## src/hdl/lsu_pkg.sv

```systemverilog
package lsu_pkg;

  // Physical register tag
  localparam int RNID_W = 6;

  // Major opcodes
  localparam logic [6:0] OPC_LOAD  = 7'b0000011;
  localparam logic [6:0] OPC_STORE = 7'b0100011;

  // Access size, straight from funct3[1:0]
  typedef enum logic [1:0] {
    SIZE_B  = 2'b00,
    SIZE_H  = 2'b01,
    SIZE_W  = 2'b10,
    SIZE_DW = 2'b11
  } size_t;

  // ------------------------------
  // Instruction formats
  // ------------------------------

  // I-type, used by loads
  typedef struct packed {
    logic [11:0] imm;
    logic [4:0]  rs1;
    logic [2:0]  funct3;
    logic [4:0]  rd;
    logic [6:0]  opcode;
  } i_fmt_t;

  // S-type, used by stores
  typedef struct packed {
    logic [6:0] imm_hi;
    logic [4:0] rs2;
    logic [4:0] rs1;
    logic [2:0] funct3;
    logic [4:0] imm_lo;
    logic [6:0] opcode;
  } s_fmt_t;

  // Opcode and funct3 sit at the same bits in both views
  typedef union packed {
    i_fmt_t i_fmt;
    s_fmt_t s_fmt;
  } inst_u;

endpackage

```

## src/hdl/lsu_issue_select.sv

```systemverilog
`timescale 1ns/1ns

module lsu_issue_select
  import lsu_pkg::*;
#(
  parameter int XLEN_W = 64
) (
  input  logic              i_clk,
  input  logic              i_reset_n,

  input  logic              i_rs_valid,
  input  inst_u             i_rs_inst,
  input  logic [RNID_W-1:0] i_rs_rnid,
  input  logic [XLEN_W-1:0] i_rs_rs1_data,
  input  logic [XLEN_W-1:0] i_rs_rs2_data,

  input  logic              i_rp_valid,
  input  inst_u             i_rp_inst,
  input  logic [RNID_W-1:0] i_rp_rnid,
  input  logic [XLEN_W-1:0] i_rp_rs1_data,
  input  logic [XLEN_W-1:0] i_rp_rs2_data,

  output logic              o_ex0_valid,
  output inst_u             o_ex0_inst,
  output logic [RNID_W-1:0] o_ex0_rnid,
  output logic [XLEN_W-1:0] o_ex0_rs1_data,
  output logic [XLEN_W-1:0] o_ex0_rs2_data,
  output logic              o_ex0_rs_conflicted
);

  logic              r_rs_valid;
  inst_u             r_rs_inst;
  logic [RNID_W-1:0] r_rs_rnid;
  logic [XLEN_W-1:0] r_rs_rs1_data;
  logic [XLEN_W-1:0] r_rs_rs2_data;

  always_ff @(posedge i_clk or negedge i_reset_n) begin
    if (!i_reset_n) begin
      r_rs_valid <= 1'b0;
    end else begin
      r_rs_valid <= i_rs_valid;
    end
  end

  always_ff @(posedge i_clk) begin
    r_rs_inst     <= i_rs_inst;
    r_rs_rnid     <= i_rs_rnid;
    r_rs_rs1_data <= i_rs_rs1_data;
    r_rs_rs2_data <= i_rs_rs2_data;
  end

  // Replay wins the slot
  assign o_ex0_valid    = i_rp_valid | r_rs_valid;
  assign o_ex0_inst     = i_rp_valid ? i_rp_inst     : r_rs_inst;
  assign o_ex0_rnid     = i_rp_valid ? i_rp_rnid     : r_rs_rnid;
  assign o_ex0_rs1_data = i_rp_valid ? i_rp_rs1_data : r_rs_rs1_data;
  assign o_ex0_rs2_data = i_rp_valid ? i_rp_rs2_data : r_rs_rs2_data;

  assign o_ex0_rs_conflicted = i_rp_valid & r_rs_valid;  // rs entry dropped

endmodule

```

## src/hdl/lsu_addr_gen.sv

```systemverilog
`timescale 1ns/1ns

module lsu_addr_gen
  import lsu_pkg::*;
#(
  parameter int XLEN_W = 64,
  parameter int LINE_B = 16
) (
  input  logic              i_clk,
  input  logic              i_reset_n,

  input  logic              i_ex0_valid,
  input  inst_u             i_ex0_inst,
  input  logic [RNID_W-1:0] i_ex0_rnid,
  input  logic [XLEN_W-1:0] i_ex0_rs1_data,
  input  logic [XLEN_W-1:0] i_ex0_rs2_data,

  output logic              o_l1d_rd_valid,
  output logic [XLEN_W-1:0] o_l1d_rd_paddr,

  output logic              o_st_valid,
  output logic [XLEN_W-1:0] o_st_paddr,
  output logic [XLEN_W-1:0] o_st_data,
  output size_t             o_st_size,

  output logic              o_ex1_valid,
  output logic [XLEN_W-1:0] o_ex1_paddr,
  output size_t             o_ex1_size,
  output logic              o_ex1_sign,
  output logic [4:0]        o_ex1_rd_idx,
  output logic [RNID_W-1:0] o_ex1_rnid
);

  localparam int LINE_OFS_W = $clog2(LINE_B);

  logic              r_valid;
  inst_u             r_inst;
  logic [RNID_W-1:0] r_rnid;
  logic [XLEN_W-1:0] r_rs1_data;
  logic [XLEN_W-1:0] r_rs2_data;

  logic              w_is_load;
  logic              w_is_store;
  logic [11:0]       w_imm;
  logic [XLEN_W-1:0] w_eaddr;

  always_ff @(posedge i_clk or negedge i_reset_n) begin
    if (!i_reset_n) begin
      r_valid <= 1'b0;
    end else begin
      r_valid <= i_ex0_valid;
    end
  end

  always_ff @(posedge i_clk) begin
    r_inst     <= i_ex0_inst;
    r_rnid     <= i_ex0_rnid;
    r_rs1_data <= i_ex0_rs1_data;
    r_rs2_data <= i_ex0_rs2_data;
  end

  // ------------------------------
  // Decode and address
  // ------------------------------
  assign w_is_load  = r_valid & (r_inst.i_fmt.opcode == OPC_LOAD);
  assign w_is_store = r_valid & (r_inst.s_fmt.opcode == OPC_STORE);

  assign w_imm = w_is_store ? {r_inst.s_fmt.imm_hi, r_inst.s_fmt.imm_lo} : r_inst.i_fmt.imm;
  assign w_eaddr = r_rs1_data + {{(XLEN_W-12){w_imm[11]}}, w_imm};

  // Line-aligned cache read
  assign o_l1d_rd_valid = w_is_load;
  assign o_l1d_rd_paddr = {w_eaddr[XLEN_W-1:LINE_OFS_W], {LINE_OFS_W{1'b0}}};

  assign o_st_valid = w_is_store;
  assign o_st_paddr = w_eaddr;
  assign o_st_data  = r_rs2_data;  // stored unaltered
  assign o_st_size  = size_t'(r_inst.s_fmt.funct3[1:0]);

  // Only loads go on to EX2
  assign o_ex1_valid  = w_is_load;
  assign o_ex1_paddr  = w_eaddr;
  assign o_ex1_size   = size_t'(r_inst.i_fmt.funct3[1:0]);
  assign o_ex1_sign   = ~r_inst.i_fmt.funct3[2];
  assign o_ex1_rd_idx = r_inst.i_fmt.rd;
  assign o_ex1_rnid   = r_rnid;

endmodule

```

## src/hdl/lsu_load_align.sv

```systemverilog
`timescale 1ns/1ns

module lsu_load_align
  import lsu_pkg::*;
#(
  parameter int XLEN_W = 64,
  parameter int LINE_B = 16
) (
  input  logic                i_clk,
  input  logic                i_reset_n,

  input  logic                i_ex1_valid,
  input  logic [XLEN_W-1:0]   i_ex1_paddr,
  input  size_t               i_ex1_size,
  input  logic                i_ex1_sign,
  input  logic [4:0]          i_ex1_rd_idx,
  input  logic [RNID_W-1:0]   i_ex1_rnid,

  input  logic                i_l1d_hit,
  input  logic [LINE_B*8-1:0] i_l1d_line,
  input  logic [XLEN_W/8-1:0] i_fwd_dw,
  input  logic [XLEN_W-1:0]   i_fwd_data,

  output logic                o_ex2_miss,
  output logic                o_ex2_valid,
  output logic [XLEN_W-1:0]   o_ex2_data,
  output logic [4:0]          o_ex2_rd_idx,
  output logic [RNID_W-1:0]   o_ex2_rnid
);

  localparam int DW_B       = XLEN_W / 8;
  localparam int DW_OFS_W   = $clog2(DW_B);
  localparam int LINE_OFS_W = $clog2(LINE_B);

  logic                  r_valid;
  logic [LINE_OFS_W-1:0] r_ofs;
  size_t                 r_size;
  logic                  r_sign;
  logic [4:0]            r_rd_idx;
  logic [RNID_W-1:0]     r_rnid;

  logic [XLEN_W-1:0]     w_l1d_word;
  logic [DW_B-1:0]       w_size_mask;
  logic [DW_OFS_W-1:0]   w_align;
  logic [DW_OFS_W-1:0]   w_ofs;
  logic [DW_B-1:0]       w_need_dw;
  logic [DW_B-1:0]       w_fwd_dw_sh;
  logic [XLEN_W-1:0]     w_fwd_data_sh;
  logic [XLEN_W-1:0]     w_l1d_sh;
  logic [XLEN_W-1:0]     w_merged;
  logic [XLEN_W-1:0]     w_bit_mask;
  logic                  w_sign_bit;

  always_ff @(posedge i_clk or negedge i_reset_n) begin
    if (!i_reset_n) begin
      r_valid <= 1'b0;
    end else begin
      r_valid <= i_ex1_valid;
    end
  end

  always_ff @(posedge i_clk) begin
    r_ofs    <= i_ex1_paddr[LINE_OFS_W-1:0];
    r_size   <= i_ex1_size;
    r_sign   <= i_ex1_sign;
    r_rd_idx <= i_ex1_rd_idx;
    r_rnid   <= i_ex1_rnid;
  end

  // Word at the doubleword offset inside the line
  assign w_l1d_word = i_l1d_line[r_ofs[LINE_OFS_W-1:DW_OFS_W]*XLEN_W +: XLEN_W];

  always_comb begin
    case (r_size)
      SIZE_B: begin
        w_size_mask = DW_B'(8'h01);
        w_align     = DW_OFS_W'(0);
      end
      SIZE_H: begin
        w_size_mask = DW_B'(8'h03);
        w_align     = DW_OFS_W'(1);
      end
      SIZE_W: begin
        w_size_mask = DW_B'(8'h0f);
        w_align     = DW_OFS_W'(3);
      end
      default: begin
        w_size_mask = {DW_B{XLEN_W == 64}};  // no DW access on RV32
        w_align     = DW_OFS_W'(7);
      end
    endcase
  end

  assign w_ofs = r_ofs[DW_OFS_W-1:0] & ~w_align;  // rounded down to size

  // ------------------------------
  // Align and merge
  // ------------------------------
  assign w_need_dw     = w_size_mask << w_ofs;
  assign w_fwd_dw_sh   = i_fwd_dw >> w_ofs;
  assign w_fwd_data_sh = i_fwd_data >> {w_ofs, 3'b000};
  assign w_l1d_sh      = w_l1d_word >> {w_ofs, 3'b000};

  for (genvar b = 0; b < DW_B; b++) begin : g_byte
    assign w_merged[b*8 +: 8]   = w_fwd_dw_sh[b] ? w_fwd_data_sh[b*8 +: 8] : w_l1d_sh[b*8 +: 8];
    assign w_bit_mask[b*8 +: 8] = {8{w_size_mask[b]}};
  end

  always_comb begin
    case (r_size)
      SIZE_B:  w_sign_bit = w_merged[7];
      SIZE_H:  w_sign_bit = w_merged[15];
      SIZE_W:  w_sign_bit = w_merged[31];
      default: w_sign_bit = 1'b0;
    endcase
  end

  // Truncate, then fill upper bytes with the sign
  assign o_ex2_data = (w_merged & w_bit_mask) | (~w_bit_mask & {XLEN_W{r_sign & w_sign_bit}});

  assign o_ex2_miss   = r_valid & ~i_l1d_hit & ((i_fwd_dw & w_need_dw) != w_need_dw);
  assign o_ex2_valid  = r_valid;
  assign o_ex2_rd_idx = r_rd_idx;
  assign o_ex2_rnid   = r_rnid;

endmodule

```

## src/hdl/lsu_writeback.sv

```systemverilog
`timescale 1ns/1ns

module lsu_writeback
  import lsu_pkg::*;
#(
  parameter int XLEN_W = 64
) (
  input  logic              i_clk,
  input  logic              i_reset_n,

  input  logic              i_ex2_valid,
  input  logic              i_ex2_miss,
  input  logic [XLEN_W-1:0] i_ex2_data,
  input  logic [4:0]        i_ex2_rd_idx,
  input  logic [RNID_W-1:0] i_ex2_rnid,

  output logic              o_wr_valid,
  output logic [RNID_W-1:0] o_wr_rnid,
  output logic [XLEN_W-1:0] o_wr_data
);

  logic              r_valid;
  logic              r_miss;
  logic [4:0]        r_rd_idx;
  logic [RNID_W-1:0] r_rnid;
  logic [XLEN_W-1:0] r_data;

  always_ff @(posedge i_clk or negedge i_reset_n) begin
    if (!i_reset_n) begin
      r_valid <= 1'b0;
      r_miss  <= 1'b0;
    end else begin
      r_valid <= i_ex2_valid;
      r_miss  <= i_ex2_miss;
    end
  end

  always_ff @(posedge i_clk) begin
    r_rd_idx <= i_ex2_rd_idx;
    r_rnid   <= i_ex2_rnid;
    r_data   <= i_ex2_data;
  end

  assign o_wr_valid = r_valid & ~r_miss & (r_rd_idx != 5'd0);  // x0 never written
  assign o_wr_rnid  = r_rnid;
  assign o_wr_data  = r_data;

endmodule

```

## src/hdl/lsu_pipe.sv

```systemverilog
`timescale 1ns/1ns

module lsu_pipe
  import lsu_pkg::*;
#(
  parameter int XLEN_W = 64,
  parameter int LINE_B = 16
) (
  input  logic                i_clk,
  input  logic                i_reset_n,

  // Reservation station issue
  input  logic                i_rs_valid,
  input  inst_u               i_rs_inst,
  input  logic [RNID_W-1:0]   i_rs_rnid,
  input  logic [XLEN_W-1:0]   i_rs_rs1_data,
  input  logic [XLEN_W-1:0]   i_rs_rs2_data,

  // Memory queue replay
  input  logic                i_rp_valid,
  input  inst_u               i_rp_inst,
  input  logic [RNID_W-1:0]   i_rp_rnid,
  input  logic [XLEN_W-1:0]   i_rp_rs1_data,
  input  logic [XLEN_W-1:0]   i_rp_rs2_data,

  output logic                o_ex0_rs_conflicted,

  // L1D read
  output logic                o_l1d_rd_valid,
  output logic [XLEN_W-1:0]   o_l1d_rd_paddr,
  input  logic                i_l1d_hit,
  input  logic [LINE_B*8-1:0] i_l1d_line,

  // Store-buffer forward
  input  logic [XLEN_W/8-1:0] i_fwd_dw,
  input  logic [XLEN_W-1:0]   i_fwd_data,

  // Store report
  output logic                o_st_valid,
  output logic [XLEN_W-1:0]   o_st_paddr,
  output logic [XLEN_W-1:0]   o_st_data,
  output size_t               o_st_size,

  output logic                o_ex2_miss,

  // Register file write
  output logic                o_wr_valid,
  output logic [RNID_W-1:0]   o_wr_rnid,
  output logic [XLEN_W-1:0]   o_wr_data
);

  // ------------------------------
  // Stage wires
  // ------------------------------
  logic              w_ex0_valid;
  inst_u             w_ex0_inst;
  logic [RNID_W-1:0] w_ex0_rnid;
  logic [XLEN_W-1:0] w_ex0_rs1_data;
  logic [XLEN_W-1:0] w_ex0_rs2_data;

  logic              w_ex1_valid;
  logic [XLEN_W-1:0] w_ex1_paddr;
  size_t             w_ex1_size;
  logic              w_ex1_sign;
  logic [4:0]        w_ex1_rd_idx;
  logic [RNID_W-1:0] w_ex1_rnid;

  logic              w_ex2_valid;
  logic [XLEN_W-1:0] w_ex2_data;
  logic [4:0]        w_ex2_rd_idx;
  logic [RNID_W-1:0] w_ex2_rnid;

  lsu_issue_select #(
    .XLEN_W (XLEN_W)
  ) u_issue_select (
    .i_clk               (i_clk),
    .i_reset_n           (i_reset_n),
    .i_rs_valid          (i_rs_valid),
    .i_rs_inst           (i_rs_inst),
    .i_rs_rnid           (i_rs_rnid),
    .i_rs_rs1_data       (i_rs_rs1_data),
    .i_rs_rs2_data       (i_rs_rs2_data),
    .i_rp_valid          (i_rp_valid),
    .i_rp_inst           (i_rp_inst),
    .i_rp_rnid           (i_rp_rnid),
    .i_rp_rs1_data       (i_rp_rs1_data),
    .i_rp_rs2_data       (i_rp_rs2_data),
    .o_ex0_valid         (w_ex0_valid),
    .o_ex0_inst          (w_ex0_inst),
    .o_ex0_rnid          (w_ex0_rnid),
    .o_ex0_rs1_data      (w_ex0_rs1_data),
    .o_ex0_rs2_data      (w_ex0_rs2_data),
    .o_ex0_rs_conflicted (o_ex0_rs_conflicted)
  );

  lsu_addr_gen #(
    .XLEN_W (XLEN_W),
    .LINE_B (LINE_B)
  ) u_addr_gen (
    .i_clk          (i_clk),
    .i_reset_n      (i_reset_n),
    .i_ex0_valid    (w_ex0_valid),
    .i_ex0_inst     (w_ex0_inst),
    .i_ex0_rnid     (w_ex0_rnid),
    .i_ex0_rs1_data (w_ex0_rs1_data),
    .i_ex0_rs2_data (w_ex0_rs2_data),
    .o_l1d_rd_valid (o_l1d_rd_valid),
    .o_l1d_rd_paddr (o_l1d_rd_paddr),
    .o_st_valid     (o_st_valid),
    .o_st_paddr     (o_st_paddr),
    .o_st_data      (o_st_data),
    .o_st_size      (o_st_size),
    .o_ex1_valid    (w_ex1_valid),
    .o_ex1_paddr    (w_ex1_paddr),
    .o_ex1_size     (w_ex1_size),
    .o_ex1_sign     (w_ex1_sign),
    .o_ex1_rd_idx   (w_ex1_rd_idx),
    .o_ex1_rnid     (w_ex1_rnid)
  );

  lsu_load_align #(
    .XLEN_W (XLEN_W),
    .LINE_B (LINE_B)
  ) u_load_align (
    .i_clk        (i_clk),
    .i_reset_n    (i_reset_n),
    .i_ex1_valid  (w_ex1_valid),
    .i_ex1_paddr  (w_ex1_paddr),
    .i_ex1_size   (w_ex1_size),
    .i_ex1_sign   (w_ex1_sign),
    .i_ex1_rd_idx (w_ex1_rd_idx),
    .i_ex1_rnid   (w_ex1_rnid),
    .i_l1d_hit    (i_l1d_hit),
    .i_l1d_line   (i_l1d_line),
    .i_fwd_dw     (i_fwd_dw),
    .i_fwd_data   (i_fwd_data),
    .o_ex2_miss   (o_ex2_miss),
    .o_ex2_valid  (w_ex2_valid),
    .o_ex2_data   (w_ex2_data),
    .o_ex2_rd_idx (w_ex2_rd_idx),
    .o_ex2_rnid   (w_ex2_rnid)
  );

  lsu_writeback #(
    .XLEN_W (XLEN_W)
  ) u_writeback (
    .i_clk        (i_clk),
    .i_reset_n    (i_reset_n),
    .i_ex2_valid  (w_ex2_valid),
    .i_ex2_miss   (o_ex2_miss),
    .i_ex2_data   (w_ex2_data),
    .i_ex2_rd_idx (w_ex2_rd_idx),
    .i_ex2_rnid   (w_ex2_rnid),
    .o_wr_valid   (o_wr_valid),
    .o_wr_rnid    (o_wr_rnid),
    .o_wr_data    (o_wr_data)
  );

endmodule

```

## config.mk

```make
export PLATFORM = sky130hd
export DESIGN_NAME = lsu_pipe
export DESIGN_NICKNAME = d
export VERILOG_FILES = /design/src/hdl/lsu_pkg.sv /design/src/hdl/lsu_issue_select.sv /design/src/hdl/lsu_addr_gen.sv /design/src/hdl/lsu_load_align.sv /design/src/hdl/lsu_writeback.sv /design/src/hdl/lsu_pipe.sv
export SDC_FILE = /design/constraint.sdc
export NUM_CORES = 1
export LEC_CHECK = 0
export ABC_AREA = 1
export CORE_AREA = 2 2 314 316
export DETAILED_ROUTE_END_ITERATION = 7
export DIE_AREA = 0 0 316 318
export DONT_BUFFER_PORTS = 1
export REMOVE_ABC_BUFFERS = 1
export SKIP_LAST_GASP = 1
export SYNTH_ARGS = -nofsm -noshare
export SYNTH_HDL_FRONTEND = slang
export SYNTH_SLANG_ARGS = --single-unit
```

## constraint.sdc

```tcl
create_clock -name i_clk -period 7.9 [get_ports i_clk]
set_input_delay 1.58 -clock i_clk [delete_from_list [all_inputs] [get_ports i_clk]]
set_output_delay 1.58 -clock i_clk [all_outputs]
set_load 0.005 [all_outputs]
```

Word level (Yosys, flattened, before mapping)
Cells that the tools add are included.
{"block": "totals", "regBits": 430, "word_cells": 69}
{"block": "classes", "add_sub_neg": 1, "n_eq_ne": 5, "shifts": 5, "muxes": 16, "bitwise_logic": 19, "reduce_logical": 2}
{"op": "$and 64x64->64", "count": 2}
{"op": "$mux 64", "count": 2}
{"op": "$shiftx 128x8->64", "count": 1}
{"op": "$shr 64x6->64", "count": 2}
{"op": "$add 64x64->64", "count": 1}
{"op": "$mux 8", "count": 8}
{"op": "$not 64->64", "count": 1}
{"op": "$or 64x64->64", "count": 1}
{"op": "$mux 32", "count": 1}
{"op": "$pmux 8 s3", "count": 1}
{"op": "$pmux 3 s3", "count": 1}
{"op": "$and 1x1->1", "count": 8}
{"op": "$and 8x8->8", "count": 1}
{"op": "$ne 8x8->1", "count": 1}
{"op": "$shl 8x3->8", "count": 1}
{"op": "$shr 8x3->8", "count": 1}
{"op": "$eq 7x2->1 const B", "count": 1}
{"op": "$eq 7x6->1 const B", "count": 1}
{"op": "$mux 6", "count": 1}
{"op": "$mux 5", "count": 1}
{"op": "$reduce_bool 5->1", "count": 1}
{"op": "$and 3x3->3", "count": 1}
{"op": "$not 1->1", "count": 3}
{"op": "$not 3->3", "count": 1}
{"op": "other kinds (5)", "count": 5}

Logic depth before layout (Yosys ltp)
{"block": "logic_depth", "word_depth": 10, "depth_mapped": 23}

Hierarchy
A second synthesis with hierarchy kept.
{"block": "hier_totals", "hier_cells": 3535, "hier_area_um2": 23027.1}
{"mod": "lsu_addr_gen", "instances": 1, "cells_per_inst": 1610, "area_per_inst_um2": 10273.6, "seq_area_each_um2": 3248.1}
{"mod": "lsu_load_align", "instances": 1, "cells_per_inst": 1134, "area_per_inst_um2": 5647.9, "seq_area_each_um2": 385.4}
{"mod": "lsu_issue_select", "instances": 1, "cells_per_inst": 706, "area_per_inst_um2": 5517.8, "seq_area_each_um2": 3348.2}
{"mod": "lsu_writeback", "instances": 1, "cells_per_inst": 85, "area_per_inst_um2": 1587.8, "seq_area_each_um2": 1551.5}

Worst setup path after synthesis
No wires, ideal clock.
{"block": "synth_timing", "path_kind": "register to output", "start": "register u_addr_gen.r_inst[1] (netlist bit)", "end": "output o_st_paddr[58]", "arrival_ps": 3215, "required_time_ps": 6320, "path_slack_ps": 3105, "path_stages_with_launch": 20, "n_path_buf": 1, "cell_sequence": "dfxtp_1 > nand2_1 > nor3_1 > inv_1 > nor4_1 > inv_1 > o21ai_0 > inv_1 > fa_1 > nand3b_1 > nand2_1 > nand2_1 > nand2_1 > a21oi_1 > o21ai_0 > nand2_1 > nand2_1 > nand2_1 > nand2_1 > buf_4"}
{"block": "synth_via", "elab_chain_len": 4}
{"element": "start, declared", "line_no": "lsu_addr_gen.sv:37", "rtl": "inst_u r_inst;"}
{"element": "start signal, assigned", "line_no": "lsu_addr_gen.sv:56", "rtl": "r_inst <= i_ex0_inst;"}
{"element": "$eq 7x6->1", "line_no": "lsu_addr_gen.sv:66", "rtl": "assign w_is_store = r_valid & (r_inst.s_fmt.opcode == OPC_STORE);"}
{"element": "$and 1x1->1", "line_no": "lsu_addr_gen.sv:66"}
{"element": "net o_st_valid", "line_no": "lsu_pipe.sv:39", "rtl": "output logic o_st_valid,"}
{"element": "$mux 5", "line_no": "lsu_addr_gen.sv:68", "rtl": "assign w_imm = w_is_store ? {r_inst.s_fmt.imm_hi, r_inst.s_fmt.imm_lo} : r_inst.i_fmt.imm;"}
{"element": "$add 64x64->64", "line_no": "lsu_addr_gen.sv:69", "rtl": "assign w_eaddr = r_rs1_data + {{(XLEN_W-12){w_imm[11]}}, w_imm};"}
{"element": "end, declared", "line_no": "lsu_pipe.sv:40", "rtl": "output logic [XLEN_W-1:0] o_st_paddr,"}
The timed path passes the listed nets, and every way through them passes these cells.

Worst setup path in the final report
{"block": "layout_timing", "start": "register u_addr_gen.r_inst[0] (netlist bit)", "end": "output o_st_paddr[32]"}
{"block": "layout_via", "elab_chain_len": 4}
{"element": "$eq 7x6->1", "line_no": "lsu_addr_gen.sv:66"}
{"element": "$and 1x1->1", "line_no": "lsu_addr_gen.sv:66"}
{"element": "$mux 5", "line_no": "lsu_addr_gen.sv:68"}
{"element": "$add 64x64->64", "line_no": "lsu_addr_gen.sv:69"}
Every way passes these cells.

==> results.ini <==
[critical_path]
critPathLaunchType=flop
crit_path_frequent_cell=inv_1
arrival_ps=5010
critical-path-max-stage-delay_ps=870
cp_max_fo=6
crit_path_top_delay_cell=xnor2_1
path_cells=nand2_1 > nor3_1 > inv_1 > nor4_2 > buf_4 > inv_1 > o21ai_0 > inv_1 > fa_1 > nand3b_1 > nand2_1 > a21oi_1 > o21ai_0 > a21oi_1 > xnor2_1
critPathKind=reg -> out
cp-end-kind=primary output
cp.required_ps=6320

[finish]
n_fill_cell=11000
area_growth_syn_to_layout_pct=11.8
utilization=0.241
nets=3608
drive_above_1_share=0.0440
multi_input_area_um2=10600
seq_area_um2=8440

[floorplanning]
num_io_pins=806
dieArea_um2=100000
start_util=0.216
core_area_um2=97400
die_w_um=316
die_y_um=318
rows=115

[synthesis]
synthFlopType=dfxtp_1
synth_edf_count=0
synthArstFlopShare=0.0119
synthTopCellsByArea=dfxtp_1, nand2_1, o21ai_0
yosysSeqAreaShare=0.401
synth_top_area_cell=dfxtp_1
ys_ff_latch=420
synth_top_area_frac=0.395
yosys_warnings=0
synth_most_common_cell=nand2_1
syn_area_um2=21000
syn_avg_cell_area_um2=6.74
synthTopCellsByCount=nand2_1, dfxtp_1, inv_1
yosysUniqueCellTypes=48
synth_cells=3120

[clocking]
cts_inserted_buffers=48
cts_tree=yes
cts_sinks=420
clockBufferDepth=3
h-tree-depth=2
ctsHoldBuffers=0
postCtsSetupBuffers=0
cts_root_buf=clkbuf_16
insertion_delay_ps=630
cts_resized=0
clk_pin_slew_ps=60

[route]
final_antenna_net_count=0
dr.first_iter.drc_count=1707
drt-pass1-iter-count=8
via_count=20200
viasPerCell=4.66
wirelength_um=98500
drc=0
drt-wirelength-per-cell_um=22.7

[global_route]
grt_pass1_wl_um=136000
antenna_found_initial=5
grt_max_degree=165
grt_pass1_vias=19500
grt_use_total=0.187
grt-ovfl-total=0

[sta]
min_period_over_period=0.834
fmax_mhz=152
slew_headroom=0.251
setup-tns-final_ps=0
slew_violations=0
rsz0062_at_grt=false
tightest_slew_ps=1120
layout_min_cycle_time_ps=6590
finalHoldViolations=0
finClkSkew_ps=21.7
setup_viol=0

[pwr]
p_leak_nw=11.3
vdd_ir_drop_max_uv=195
p_per_area_nw_per_um2=299

[placed_design]
io_buffer_count=0
dp_hpwl_um=79900
globalplace.congestion=0.982

[run]
maxCapViolations=0

[hold_path]
hold_path.class=reg -> reg

[run_status]
status=finished clean

## per-layer routing
layer / track usage / wire length [um] / vias to the layer above
met3: 0.0717 / 11200 / 238
met5: 0 / 13 / -
met2: 0.310 / 45100 / 1100
met4: 0.106 / 6080 / 2
met1: 0.203 / 36100 / 9205
li1: - / - / 9678
## state kept, by name (all words and copies together), names as in the netlist
register,cells
u_addr_gen.o_st_data,64
u_addr_gen.r_rs1_data,64
u_issue_select.r_rs_rs1_data,64
u_issue_select.r_rs_rs2_data,64
u_writeback.o_wr_data,64
u_addr_gen.r_inst,27
u_issue_select.r_rs_inst,27
u_addr_gen.o_ex1_rnid,6
u_issue_select.r_rs_rnid,6
u_load_align.o_ex2_rnid,6
u_writeback.o_wr_rnid,6
u_load_align.o_ex2_rd_idx,5
u_writeback.r_rd_idx,5
u_load_align.r_ofs,4
u_load_align.r_size,2
u_addr_gen.r_valid,1
u_issue_select.r_rs_valid,1
u_load_align.o_ex2_valid,1
u_load_align.r_sign,1
u_writeback.r_miss,1
u_writeback.r_valid,1
## path summary, 6_finish.rpt
path	from	to	slack, ps	cells after the start
min reg2reg	u_addr_gen.o_ex1_rnid[3]$_DFF_P_	u_load_align.o_ex2_rnid[3]$_DFF_P_	320	0
max reg2reg	u_load_align.r_size[1]$_DFF_P_	u_writeback.o_wr_data[50]$_DFF_P_	3540	11
min	u_addr_gen.o_ex1_rnid[3]$_DFF_P_	u_load_align.o_ex2_rnid[3]$_DFF_P_	320	0
min in group asynchronous	i_reset_n	u_writeback.r_valid$_DFF_PN0_	640	0
max	u_addr_gen.r_inst[0]$_DFF_P_	o_st_paddr[32]	1310	15
max in group asynchronous	i_reset_n	u_load_align.o_ex2_valid$_DFF_PN0_	7200	0
## cell usage in the layout (no fill, tap or decap), types with 6 or more instances in the layout
cell type  Yosys  layout
a21o_1         6       6
clkinv_2       0       9
clkbuf_1      58       8
buf_4         70      18
o21ai_0      227     227
or2_2          7       7
a21oi_1      114     114
nor3_1        16      16
o21a_1         6       6
nand3b_1       7       7
dfxtp_1      415     413
o22ai_1       24      24
nand2_1     1241    1241
bufinv_16      0       6
xor2_1        29      26
o311ai_0       8       8
clkbuf_16      0      48
inv_1        263     263
a22oi_1       24      24
nand2_2        6       6
ha_1          63      63
nand3_1      185     185
nand4_1       14      14
o21bai_1      19      19
o211ai_1      21      21
clkbuf_8       0       8
nor2_1       186     186
diode_2        0       6
## stage by stage
step	hold WS (ps)	instance area (um^2)	instances	power, mW	worst slack (ps)
floorplan	310	20000	2939	3.72	3200
global placement	310	21800	4244	4.64	2000
detailed placement	312	21800	4244	4.64	2000
CTS	324	23500	4333	7.08	1290
global route	332	23500	4336	7.37	1030
finish	321	23500	4339	7.03	1310
## worst max-delay path, delay by kind of cell (launching register included)
family | cells | cell delay, ps
AO/OA/AOI/OAI | 4 | 1100
AND/OR/NAND/NOR | 5 | 1090
buffers and inverters | 4 | 590
adder cells (fa/ha/maj) | 1 | 410
flip-flops | 1 | 310
XOR/XNOR | 1 | 870
## where the power goes
part / internal [mW] / switching, mW / total, mW
sequential: 2.37 / 0.176 / 2.55
clock: 1.41 / 0.985 / 2.39
combinational: 0.517 / 1.57 / 2.09
total: 4.30 / 2.73 / 7.03
## layout make-up
class | count | area share
Antenna cell | 6 | 0.000639
Clock buffer | 64 | 0.0570
Clock inverter | 25 | 0.0159
Inverter | 269 | 0.0433
Multi-Input combinational cell | 2250 | 0.450
Sequential cell | 420 | 0.359
Tap cell | 1287 | 0.0685
Timing Repair Buffer | 18 | 0.00575
## cells by family (layout without fill, tap and decap cells)
kind of cell | Yosys count | in the layout | synth area share
AO/OA/AOI/OAI | 462 | 462 | 0.123
XOR/XNOR | 35 | 35 | 0.0146
adder cells (fa/ha/maj) | 64 | 64 | 0.0384
buffers and inverters | 453 | 376 | 0.0987
flip-flops | 420 | 420 | 0.401
multiplexers | 3 | 3 | 0.00143
other | 1 | 10 | 0.000178
AND/OR/NAND/NOR | 1682 | 1682 | 0.323
Note: power is estimated with default switching activity, not from simulation.
